File: src/hw/lsu_pkg.sv
/*
  Access description shared by the load/store unit and its testbench.
  Holds the access type encoding and small helpers that turn a type and a
  lane offset into byte counts and the two-beat split decision.
*/
package lsu_pkg;

  // access type with the core interface encoding
  typedef enum logic [1:0] {
    ACC_WORD   = 2'b00,
    ACC_HALF   = 2'b01,
    ACC_BYTE   = 2'b10,
    ACC_DOUBLE = 2'b11
  } access_type_e;

  // number of bytes touched by one access of the given type
  function automatic logic [3:0] access_bytes(access_type_e acc_type);
    unique case (acc_type)
      ACC_BYTE:   return 4'd1;
      ACC_HALF:   return 4'd2;
      ACC_WORD:   return 4'd4;
      default:    return 4'd8; // double
    endcase
  endfunction

  // true when the access runs past lane 7 and needs a second beat
  // doubles are always aligned and never split
  function automatic logic is_split(access_type_e acc_type, logic [2:0] offset);
    logic [3:0] end_lane; // one past the last lane used
    end_lane = {1'b0, offset} + access_bytes(acc_type);
    return (acc_type != ACC_DOUBLE) && (end_lane > 4'd8);
  endfunction

endpackage

File: src/hw/lsu_bus_pkg.sv
/*
  Geometry of the 64-bit data bus behind the load/store unit.
  Lane logic in the RTL is written for eight byte lanes.
*/
package lsu_bus_pkg;

  localparam int unsigned BusBytes     = 8;           // byte lanes per beat
  localparam int unsigned BusWidth     = 8 * BusBytes; // data bits per beat
  localparam int unsigned LaneIdxWidth = 3;           // bits to pick a lane

  typedef logic [BusWidth-1:0]     bus_data_t;  // one data beat
  typedef logic [BusBytes-1:0]     bus_be_t;    // one enable per lane
  typedef logic [LaneIdxWidth-1:0] lane_idx_t;  // lane offset in a beat

endpackage

File: src/hw/lsu_store_lanes.sv
/*
  Store lane steering. Rotates the core's write data so byte k lands in
  lane (k + offset) mod 8 and builds the byte enables of the current beat.
  Purely combinational, fed from the latched request in the control FSM.
*/
`timescale 1ns/100ps

module lsu_store_lanes (
  input  lsu_pkg::access_type_e   type_i,        // latched access type
  input  lsu_bus_pkg::lane_idx_t  offset_i,      // start lane of the access
  input  logic                    second_beat_i, // high while the upper beat is out
  input  lsu_bus_pkg::bus_data_t  wdata_i,       // write data, byte 0 is lsb
  output lsu_bus_pkg::bus_be_t    data_be_o,
  output lsu_bus_pkg::bus_data_t  data_wdata_o
);

  import lsu_pkg::*;
  import lsu_bus_pkg::*;

  localparam int unsigned SpanWidth = 2 * BusBytes; // lanes of two beats

  logic [SpanWidth-1:0] acc_mask;  // one bit per access byte, from lane 0
  logic [SpanWidth-1:0] span_mask; // same mask moved to the start lane
  bus_data_t            wdata_rot;

  ////////////////////////////////////////////////////////////////////////////
  // byte enables

  assign acc_mask  = (SpanWidth'(1) << access_bytes(type_i)) - SpanWidth'(1);
  assign span_mask = acc_mask << offset_i;

  // low half of the span goes out on the first beat, the overflow on the second
  always_comb begin
    if (type_i == ACC_DOUBLE) begin
      data_be_o = '1; // doubles are aligned, all lanes
    end else if (second_beat_i) begin
      data_be_o = span_mask[SpanWidth-1 -: BusBytes];
    end else begin
      data_be_o = span_mask[BusBytes-1:0];
    end
  end

  ////////////////////////////////////////////////////////////////////////////
  // write data rotation

  // lane l takes source byte (l - offset) mod 8, the 3-bit cast does the wrap
  always_comb begin
    for (int unsigned lane = 0; lane < BusBytes; lane++) begin
      wdata_rot[8*lane +: 8] = wdata_i[8*lane_idx_t'(lane - offset_i) +: 8];
    end
  end

  // the same rotated word serves both beats, the enables pick the lanes
  assign data_wdata_o = (type_i == ACC_DOUBLE) ? wdata_i : wdata_rot;

endmodule

File: src/hw/lsu_load_align.sv
/*
  Load data path. Keeps the first beat of a split load, gathers the access
  bytes from the lane offset onwards and zero or sign extends the result
  to 64 bits. The output is valid in the cycle the last beat returns.
*/
`timescale 1ns/100ps

module lsu_load_align (
  input  logic                    clk_i,
  input  logic                    rst_ni,
  input  logic                    capture_first_i, // first beat of a split load is on the bus
  input  lsu_pkg::access_type_e   type_i,
  input  lsu_bus_pkg::lane_idx_t  offset_i,
  input  logic                    sign_ext_i,
  input  lsu_bus_pkg::bus_data_t  data_rdata_i,
  output lsu_bus_pkg::bus_data_t  rdata_o
);

  import lsu_pkg::*;
  import lsu_bus_pkg::*;

  logic                  split;     // access spans two beats
  bus_data_t             first_q;   // lower beat of a split load
  logic [2*BusWidth-1:0] window;    // two beats, lower one first
  bus_data_t             gathered;  // access bytes moved down to lane 0
  logic                  sign_bit;

  ////////////////////////////////////////////////////////////////////////////
  // first beat capture

  always_ff @(posedge clk_i or negedge rst_ni) begin
    if (!rst_ni) begin
      first_q <= '0;
    end else if (capture_first_i) begin
      first_q <= data_rdata_i;
    end
  end

  ////////////////////////////////////////////////////////////////////////////
  // byte gathering

  assign split = is_split(type_i, offset_i);

  // a split load continues from the held beat into the low lanes of the new one;
  // otherwise every access byte already sits in the current beat
  assign window   = {data_rdata_i, split ? first_q : data_rdata_i};
  assign gathered = bus_data_t'(window >> {offset_i, 3'b000});

  // msb of the loaded value, by type
  always_comb begin
    unique case (type_i)
      ACC_BYTE: sign_bit = gathered[7];
      ACC_HALF: sign_bit = gathered[15];
      default:  sign_bit = gathered[31]; // word; unused for doubles
    endcase
  end

  ////////////////////////////////////////////////////////////////////////////
  // extension

  always_comb begin
    unique case (type_i)
      ACC_BYTE: begin
        rdata_o = {{(BusWidth-8){sign_ext_i & sign_bit}}, gathered[7:0]};
      end
      ACC_HALF: begin
        rdata_o = {{(BusWidth-16){sign_ext_i & sign_bit}}, gathered[15:0]};
      end
      ACC_WORD: begin
        rdata_o = {{(BusWidth-32){sign_ext_i & sign_bit}}, gathered[31:0]};
      end
      default: begin
        rdata_o = data_rdata_i; // double comes back raw, aligned
      end
    endcase
  end

endmodule

File: src/hw/lsu_ctrl_fsm.sv
/*
  Load/store control. Latches the core strobe, decides whether the access
  needs two bus beats and runs the request/grant/valid handshake. Drives
  the lane and extension controls for the two data path blocks and reports
  completion and bus errors back to the core.
*/
`timescale 1ns/100ps

module lsu_ctrl_fsm #(
  parameter int unsigned AddrWidth = 32
) (
  input  logic                    clk_i,
  input  logic                    rst_ni,
  // core strobe
  input  logic                    req_i,
  input  logic [AddrWidth-1:0]    addr_i,
  input  lsu_pkg::access_type_e   type_i,
  input  logic                    we_i,
  input  lsu_bus_pkg::bus_data_t  wdata_i,
  input  logic                    sign_ext_i,
  // bus handshake
  input  logic                    data_gnt_i,
  input  logic                    data_rvalid_i,
  input  logic                    data_err_i,
  output logic                    data_req_o,
  output logic [AddrWidth-1:0]    data_addr_o,
  output logic                    data_we_o,
  // controls for the lane and align blocks
  output lsu_pkg::access_type_e   type_o,
  output lsu_bus_pkg::lane_idx_t  offset_o,
  output lsu_bus_pkg::bus_data_t  wdata_o,     // held write data
  output logic                    sign_ext_o,
  output logic                    second_beat_o,
  output logic                    capture_first_o,
  // completion
  output logic                    valid_o,
  output logic                    load_err_o,
  output logic                    store_err_o,
  output logic                    busy_o
);

  import lsu_pkg::*;
  import lsu_bus_pkg::*;

  typedef enum logic [2:0] {
    IDLE, WAIT_GNT, WAIT_RVALID, WAIT_GNT_MIS, WAIT_RVALID_MIS
  } ls_state_e;

  ls_state_e            state_q, state_d;
  logic                 accept;      // strobe taken this cycle
  logic                 second_q;    // upper beat of a split is in flight
  logic                 first_done;  // first beat of a split came back clean
  logic [AddrWidth-1:0] addr_q;
  access_type_e         type_q;
  logic                 we_q;
  logic                 sign_q;
  bus_data_t            wdata_q;
  logic [AddrWidth-1:0] beat_base;   // aligned address of the first beat

  assign accept     = req_i && (state_q == IDLE);
  assign first_done = (state_q == WAIT_RVALID_MIS) && data_rvalid_i && !data_err_i;

  ////////////////////////////////////////////////////////////////////////////
  // request latch

  always_ff @(posedge clk_i) begin
    if (accept) begin
      addr_q  <= addr_i;
      type_q  <= type_i;
      we_q    <= we_i;
      sign_q  <= sign_ext_i;
      wdata_q <= wdata_i;
    end
  end

  ////////////////////////////////////////////////////////////////////////////
  // handshake FSM

  always_comb begin
    state_d         = state_q;
    data_req_o      = 1'b0;
    valid_o         = 1'b0;
    capture_first_o = 1'b0;

    unique case (state_q)
      IDLE: begin
        if (req_i) begin
          state_d = is_split(type_i, addr_i[LaneIdxWidth-1:0]) ? WAIT_GNT_MIS : WAIT_GNT;
        end
      end
      WAIT_GNT_MIS: begin
        data_req_o = 1'b1;
        if (data_gnt_i) state_d = WAIT_RVALID_MIS;
      end
      WAIT_RVALID_MIS: begin
        if (data_rvalid_i) begin
          if (data_err_i) begin
            valid_o = 1'b1; // abort, no second beat
            state_d = IDLE;
          end else begin
            data_req_o      = 1'b1; // second beat goes out right away
            capture_first_o = !we_q;
            state_d         = data_gnt_i ? WAIT_RVALID : WAIT_GNT;
          end
        end
      end
      WAIT_GNT: begin
        data_req_o = 1'b1;
        if (data_gnt_i) state_d = WAIT_RVALID;
      end
      WAIT_RVALID: begin
        if (data_rvalid_i) begin
          valid_o = 1'b1;
          state_d = IDLE;
        end
      end
      default: state_d = IDLE;
    endcase
  end

  always_ff @(posedge clk_i or negedge rst_ni) begin
    if (!rst_ni) begin
      state_q  <= IDLE;
      second_q <= 1'b0;
    end else begin
      state_q <= state_d;
      if (first_done) begin
        second_q <= 1'b1;
      end else if (valid_o) begin
        second_q <= 1'b0;
      end
    end
  end

  ////////////////////////////////////////////////////////////////////////////
  // outputs

  // second beat is already selected while its request rides on the first rvalid
  assign second_beat_o = second_q || (state_q == WAIT_RVALID_MIS);

  assign beat_base   = {addr_q[AddrWidth-1:LaneIdxWidth], LaneIdxWidth'(0)};
  assign data_addr_o = second_beat_o ? beat_base + AddrWidth'(BusBytes) : beat_base;
  assign data_we_o   = we_q;

  assign type_o     = type_q;
  assign offset_o   = addr_q[LaneIdxWidth-1:0];
  assign wdata_o    = wdata_q;
  assign sign_ext_o = sign_q;

  // error belongs to whichever beat finished the access
  assign load_err_o  = valid_o && data_err_i && !we_q;
  assign store_err_o = valid_o && data_err_i && we_q;
  assign busy_o      = (state_q != IDLE);

endmodule

File: src/hw/lsu_top.sv
/*
  Load/store unit top level. Takes a one-cycle access strobe from the core
  and runs it on the 64-bit request/grant/valid data bus, one or two beats
  per access. Completion comes back as a one-cycle valid_o.
*/
`timescale 1ns/100ps

module lsu_top #(
  parameter int unsigned AddrWidth = 32
) (
  input  logic                    clk_i,
  input  logic                    rst_ni,
  // core side
  input  logic                    req_i,       // single-cycle strobe, only while !busy_o
  input  logic [AddrWidth-1:0]    addr_i,
  input  lsu_pkg::access_type_e   type_i,
  input  logic                    we_i,
  input  lsu_bus_pkg::bus_data_t  wdata_i,
  input  logic                    sign_ext_i,
  output logic                    valid_o,
  output lsu_bus_pkg::bus_data_t  rdata_o,
  output logic                    load_err_o,
  output logic                    store_err_o,
  output logic                    busy_o,
  // data bus
  output logic                    data_req_o,
  input  logic                    data_gnt_i,
  input  logic                    data_rvalid_i,
  input  logic                    data_err_i,
  input  lsu_bus_pkg::bus_data_t  data_rdata_i,
  output logic [AddrWidth-1:0]    data_addr_o, // always 8-byte aligned
  output logic                    data_we_o,
  output lsu_bus_pkg::bus_be_t    data_be_o,
  output lsu_bus_pkg::bus_data_t  data_wdata_o
);

  import lsu_pkg::*;
  import lsu_bus_pkg::*;

  access_type_e acc_type;      // latched request fields
  lane_idx_t    acc_offset;
  bus_data_t    acc_wdata;
  logic         acc_sign_ext;
  logic         second_beat;
  logic         capture_first;

  lsu_ctrl_fsm #(
    .AddrWidth (AddrWidth)
  ) u_ctrl (
    .clk_i           (clk_i),
    .rst_ni          (rst_ni),
    .req_i           (req_i),
    .addr_i          (addr_i),
    .type_i          (type_i),
    .we_i            (we_i),
    .wdata_i         (wdata_i),
    .sign_ext_i      (sign_ext_i),
    .data_gnt_i      (data_gnt_i),
    .data_rvalid_i   (data_rvalid_i),
    .data_err_i      (data_err_i),
    .data_req_o      (data_req_o),
    .data_addr_o     (data_addr_o),
    .data_we_o       (data_we_o),
    .type_o          (acc_type),
    .offset_o        (acc_offset),
    .wdata_o         (acc_wdata),
    .sign_ext_o      (acc_sign_ext),
    .second_beat_o   (second_beat),
    .capture_first_o (capture_first),
    .valid_o         (valid_o),
    .load_err_o      (load_err_o),
    .store_err_o     (store_err_o),
    .busy_o          (busy_o)
  );

  lsu_store_lanes u_store (
    .type_i        (acc_type),
    .offset_i      (acc_offset),
    .second_beat_i (second_beat),
    .wdata_i       (acc_wdata),
    .data_be_o     (data_be_o),
    .data_wdata_o  (data_wdata_o)
  );

  lsu_load_align u_load (
    .clk_i           (clk_i),
    .rst_ni          (rst_ni),
    .capture_first_i (capture_first),
    .type_i          (acc_type),
    .offset_i        (acc_offset),
    .sign_ext_i      (acc_sign_ext),
    .data_rdata_i    (data_rdata_i),
    .rdata_o         (rdata_o)
  );

endmodule

File: config.mk
export PLATFORM = sky130hd
export DESIGN_NAME = lsu_top
export DESIGN_NICKNAME = d
export VERILOG_FILES = /design/src/hw/lsu_pkg.sv /design/src/hw/lsu_bus_pkg.sv /design/src/hw/lsu_store_lanes.sv /design/src/hw/lsu_load_align.sv /design/src/hw/lsu_ctrl_fsm.sv /design/src/hw/lsu_top.sv
export SDC_FILE = /design/constraint.sdc
export NUM_CORES = 1
export LEC_CHECK = 0
export BUFFER_PORTS_ARGS = -buffer_cell sky130_fd_sc_hd__buf_2
export CORE_MARGIN = 1
export CORE_UTILIZATION = 40
export DETAILED_ROUTE_END_ITERATION = 10
export PLACE_DENSITY = 0.7
export SLEW_MARGIN = 20
export SYNTH_ARGS = -nofsm -noshare
export SYNTH_HDL_FRONTEND = slang
export SYNTH_HIERARCHICAL = 1
export SYNTH_SLANG_ARGS = --single-unit
File: constraint.sdc
create_clock -name clk_i -period 5 [get_ports clk_i]
set_clock_uncertainty 0.2 [all_clocks]
set_input_delay 0.25 -clock clk_i [delete_from_list [all_inputs] [get_ports clk_i]]
set_output_delay 0.25 -clock clk_i [all_outputs]
set_load 0.1 [all_outputs]
==> impl_metrics.py <==
metrics = {
    "run_status": {
        "outcome": "finished clean",
    },
    "floorplanning": {
        "start_util_pct": 40.9,
        "core-area_sq_um": 32700,
        "die_area_sq_um": 34100,
        "fp.dieH_um": 185,
        "fp.dieW_um": 185,
        "row_count": 66,
        "pin_count": 344,
    },
    "cells_and_area": {
        "fillerInstances": 2735,
        "multi_input_area_sq_um": 8040,
        "synthToLayoutAreaGrowth_pct": 35.7,
        "drive_above_1_share_pct": 37.9,
        "final_nets": 1837,
        "ff_latch_area_sq_um": 4700,
        "fin_area_sq_um": 18100,
    },
    "yosys": {
        "netlist_instances": 1189,
        "ys_ff_latch": 168,
        "synth.distinct_cells": 68,
        "ys_seq_area_share_pct": 35.2,
        "yosysMostFrequentCell": "nand2_1",
        "synthesis.area_sq_um": 13400,
        "ys.warnings.count": 6,
        "ys_top_cells_by_area": "edfxtp_1, mux4_2, dfrtp_1, mux2i_1, mux2_2",
        "netlist_top_cells_count": "nand2_1, mux2i_1, mux4_2",
        "synthArstFlopShare_pct": 40.5,
        "yosysTopAreaCell": "edfxtp_1",
        "synth_edf_count": 100,
        "synth_ff_type": "edfxtp_1",
        "synth_top_area_share_pct": 22.5,
        "syn_avg_cell_area_sq_um": 11.2,
    },
    "detailed_routing": {
        "wl_met3_um": 3810,
        "route.detailed.drc": 0,
        "drt_iter0_drc": 1106,
        "postRouteWirelength_um": 43600,
        "top_layer": "met4",
        "vias_per_cell": 5.88,
        "dr_wl_met2_um": 20900,
        "ant_nets": 0,
        "routedWlPerCell_um": 20.7,
        "firstDrtPassIters": 8,
        "num_vias": 12400,
        "met1_length_um": 17100,
    },
    "clocking": {
        "cts_tree": "built",
        "worstSkewPairLatency_ps": 460,
        "clk_pin_slew_ps": 70,
        "cts-root-buf": "clkbuf_16",
        "cts_buffers": 17,
        "clkSinkCount": 168,
        "h-tree-depth": 4,
        "clk_path_buf_depth": 2,
    },
    "timing": {
        "finalMaxSlewViolations": 0,
        "hold_viol_final": 0,
        "tightestPinTransition_ps": 1090,
        "max_slew_margin_pct": 27.0,
        "min_period_ps": 4850,
        "post-route-period-util_pct": 97.1,
        "setup_viol": 0,
        "max_freq_mhz": 206,
    },
    "global_routing": {
        "grt_use_total_pct": 25.0,
        "grt_max_degree": 160,
        "grt-ovfl-total": 0,
        "grt_pass1_wl_um": 65600,
        "antenna_found_initial": 5,
        "grt_pass1_vias": 11900,
    },
    "placed_design": {
        "portBuffers": 340,
        "placed_cell_area_sq_um": 15600,
        "dpl.hpwl_um": 28300,
        "place_congestion": 0.916,
    },
    "worst_setup_path": {
        "cp_slowest_cell": "mux4_2",
        "critPathTopFamily": "buffers and inverters",
        "critPathLaunchType": "register",
        "critPathArrivalTime_ps": 4400,
        "path_max_fanout": 32,
        "path_cells": "buf_4 -> inv_1 -> ha_2 -> fa_1 -> xnor2_1 -> a221oi_4 -> buf_4 -> buf_12 -> mux4_2 -> a22oi_2 -> a21oi_1 -> o2111ai_2 -> buf_12 -> nand2_1 -> buf_2",
        "max_stage_delay_ps": 530,
        "path_class": "register to output pin",
        "cp.required_ps": 4550,
        "worstSetupEndpointType": "output pin",
        "r2r_setup_slack_ps": 2220,
        "critPathBufInv": 6,
    },
    "min_path": {
        "hold_path.class": "input pin to register",
    },
    "power_and_ir_drop": {
        "peakVddDrop_mv": 0.591,
        "total_power_mw": 12.6,
        "p_leak_nw": 7.68,
        "p_per_area_nw_per_um2": 697,
    },
    "flow_run": {
        "drv_cap": 0,
    },
}
layout make-up:
cell class                      instances  area share (%)
Antenna cell                            5          0.0690
Clock buffer                           17            2.35
Clock inverter                         15           0.738
Inverter                               36           0.759
Multi-Input combinational cell        882            44.3
Sequential cell                       168            25.9
Tap cell                              442            3.05
Timing Repair Buffer                  539            22.8
routing by layer:
layer | track usage (%) | vias to the layer above
li1 | - | 5475
met2 | 40.0 | 700
met4 | 11.7 | 0
met1 | 32.1 | 6061
met5 | 0 | -
met3 | 5.81 | 126
worst min-delay path: cells and delay by family:
family                 cells  cell delay (ps)
AND/OR/NAND/NOR            1              190
buffers and inverters      1               80
AO/OA/AOI/OAI              1              130
final timing paths:
kind,from,to,depth (start not counted)
max,u_ctrl/type_o[1]$_DFFE_PP_,rdata_o[32],15
min,req_i,u_ctrl/state_q[0]$_DFFE_PN0P_,3
max reg2reg,u_ctrl/state_q[1]$_DFFE_PN0P_,u_load/first_q[49]$_DFFE_PN0P_,4
min reg2reg,u_load/first_q[37]$_DFFE_PN0P_,u_load/first_q[37]$_DFFE_PN0P_,1
max in group asynchronous,rst_ni,u_load/first_q[63]$_DFFE_PN0P_,3
min in group asynchronous,rst_ni,u_load/first_q[60]$_DFFE_PN0P_,3
power by group:
part | total, mW | internal, mW | switching, mW
clock network | 1.31 | 0.657 | 0.655
logic | 9.00 | 2.41 | 6.59
registers | 2.32 | 1.97 | 0.359
total | 12.6 | 5.04 | 7.60
through the flow:
step | std cells | utilization, % | hold WS [ps] | setup TNS (ps) | setup slack (ps)
3_3_place_gp | 1887 | 47.6 | 228 | 0 | 459
4_1_cts | 2088 | 54.6 | 22.8 | 0 | 2.35
2_1_floorplan | 1191 | - | -246 | 0 | 60.5
3_5_place_dp | 1887 | 47.6 | 228 | 0 | 388
5_1_grt | 2104 | 55.5 | 99.6 | -422 | -60.6
6_report | 2104 | 55.5 | 29.9 | 0 | 147
state kept, by name (all words and copies together) (netlist names):
| register | flops |
|---|---|
| u_ctrl/state_q | 3 |
| u_ctrl/type_o | 2 |
| u_ctrl/second_q | 1 |
| u_ctrl/data_we_o | 1 |
| u_load/first_q | 64 |
| u_ctrl/addr_q | 32 |
| u_ctrl/wdata_o | 64 |
| u_ctrl/sign_ext_o | 1 |
placed cells by master, fill, tap and decap left out, types with 20 or more instances in the layout:
master / netlist / layout
buf_2: 24 / 282
dlygate4sd3_1: 0 / 167
nand2_1: 163 / 163
mux4_2: 109 / 109
nand3_1: 107 / 107
mux2i_1: 113 / 104
edfxtp_1: 100 / 100
mux2_2: 88 / 88
dfrtp_1: 68 / 68
buf_4: 18 / 50
inv_1: 35 / 34
o21ai_1: 34 / 34
buf_12: 0 / 26
a21oi_1: 27 / 26
xnor2_1: 24 / 24
nor2_1: 20 / 20
cells by family after synthesis:
| logic type | after synthesis | share of synthesized area, % |
|---|---|---|
| compound gates | 157 | 8.14 |
| other cells | 1 | 0.0281 |
| buf+inv | 141 | 5.52 |
| mux | 310 | 34.3 |
| xor+xnor | 34 | 2.34 |
| fa+ha+maj | 23 | 2.27 |
| simple gates | 355 | 12.2 |
| flops | 168 | 35.2 |
what timing repair did:
action,4_1_cts,5_1_grt
resized for setup,3,82
pin swaps,1,3
hold endpoints to repair,234,0
hold buffers,167,0
gates cloned,1,1
buffers inserted,1,10
setup endpoints to repair,47,55
No activity file was read; power rests on OpenSTA's default activity.
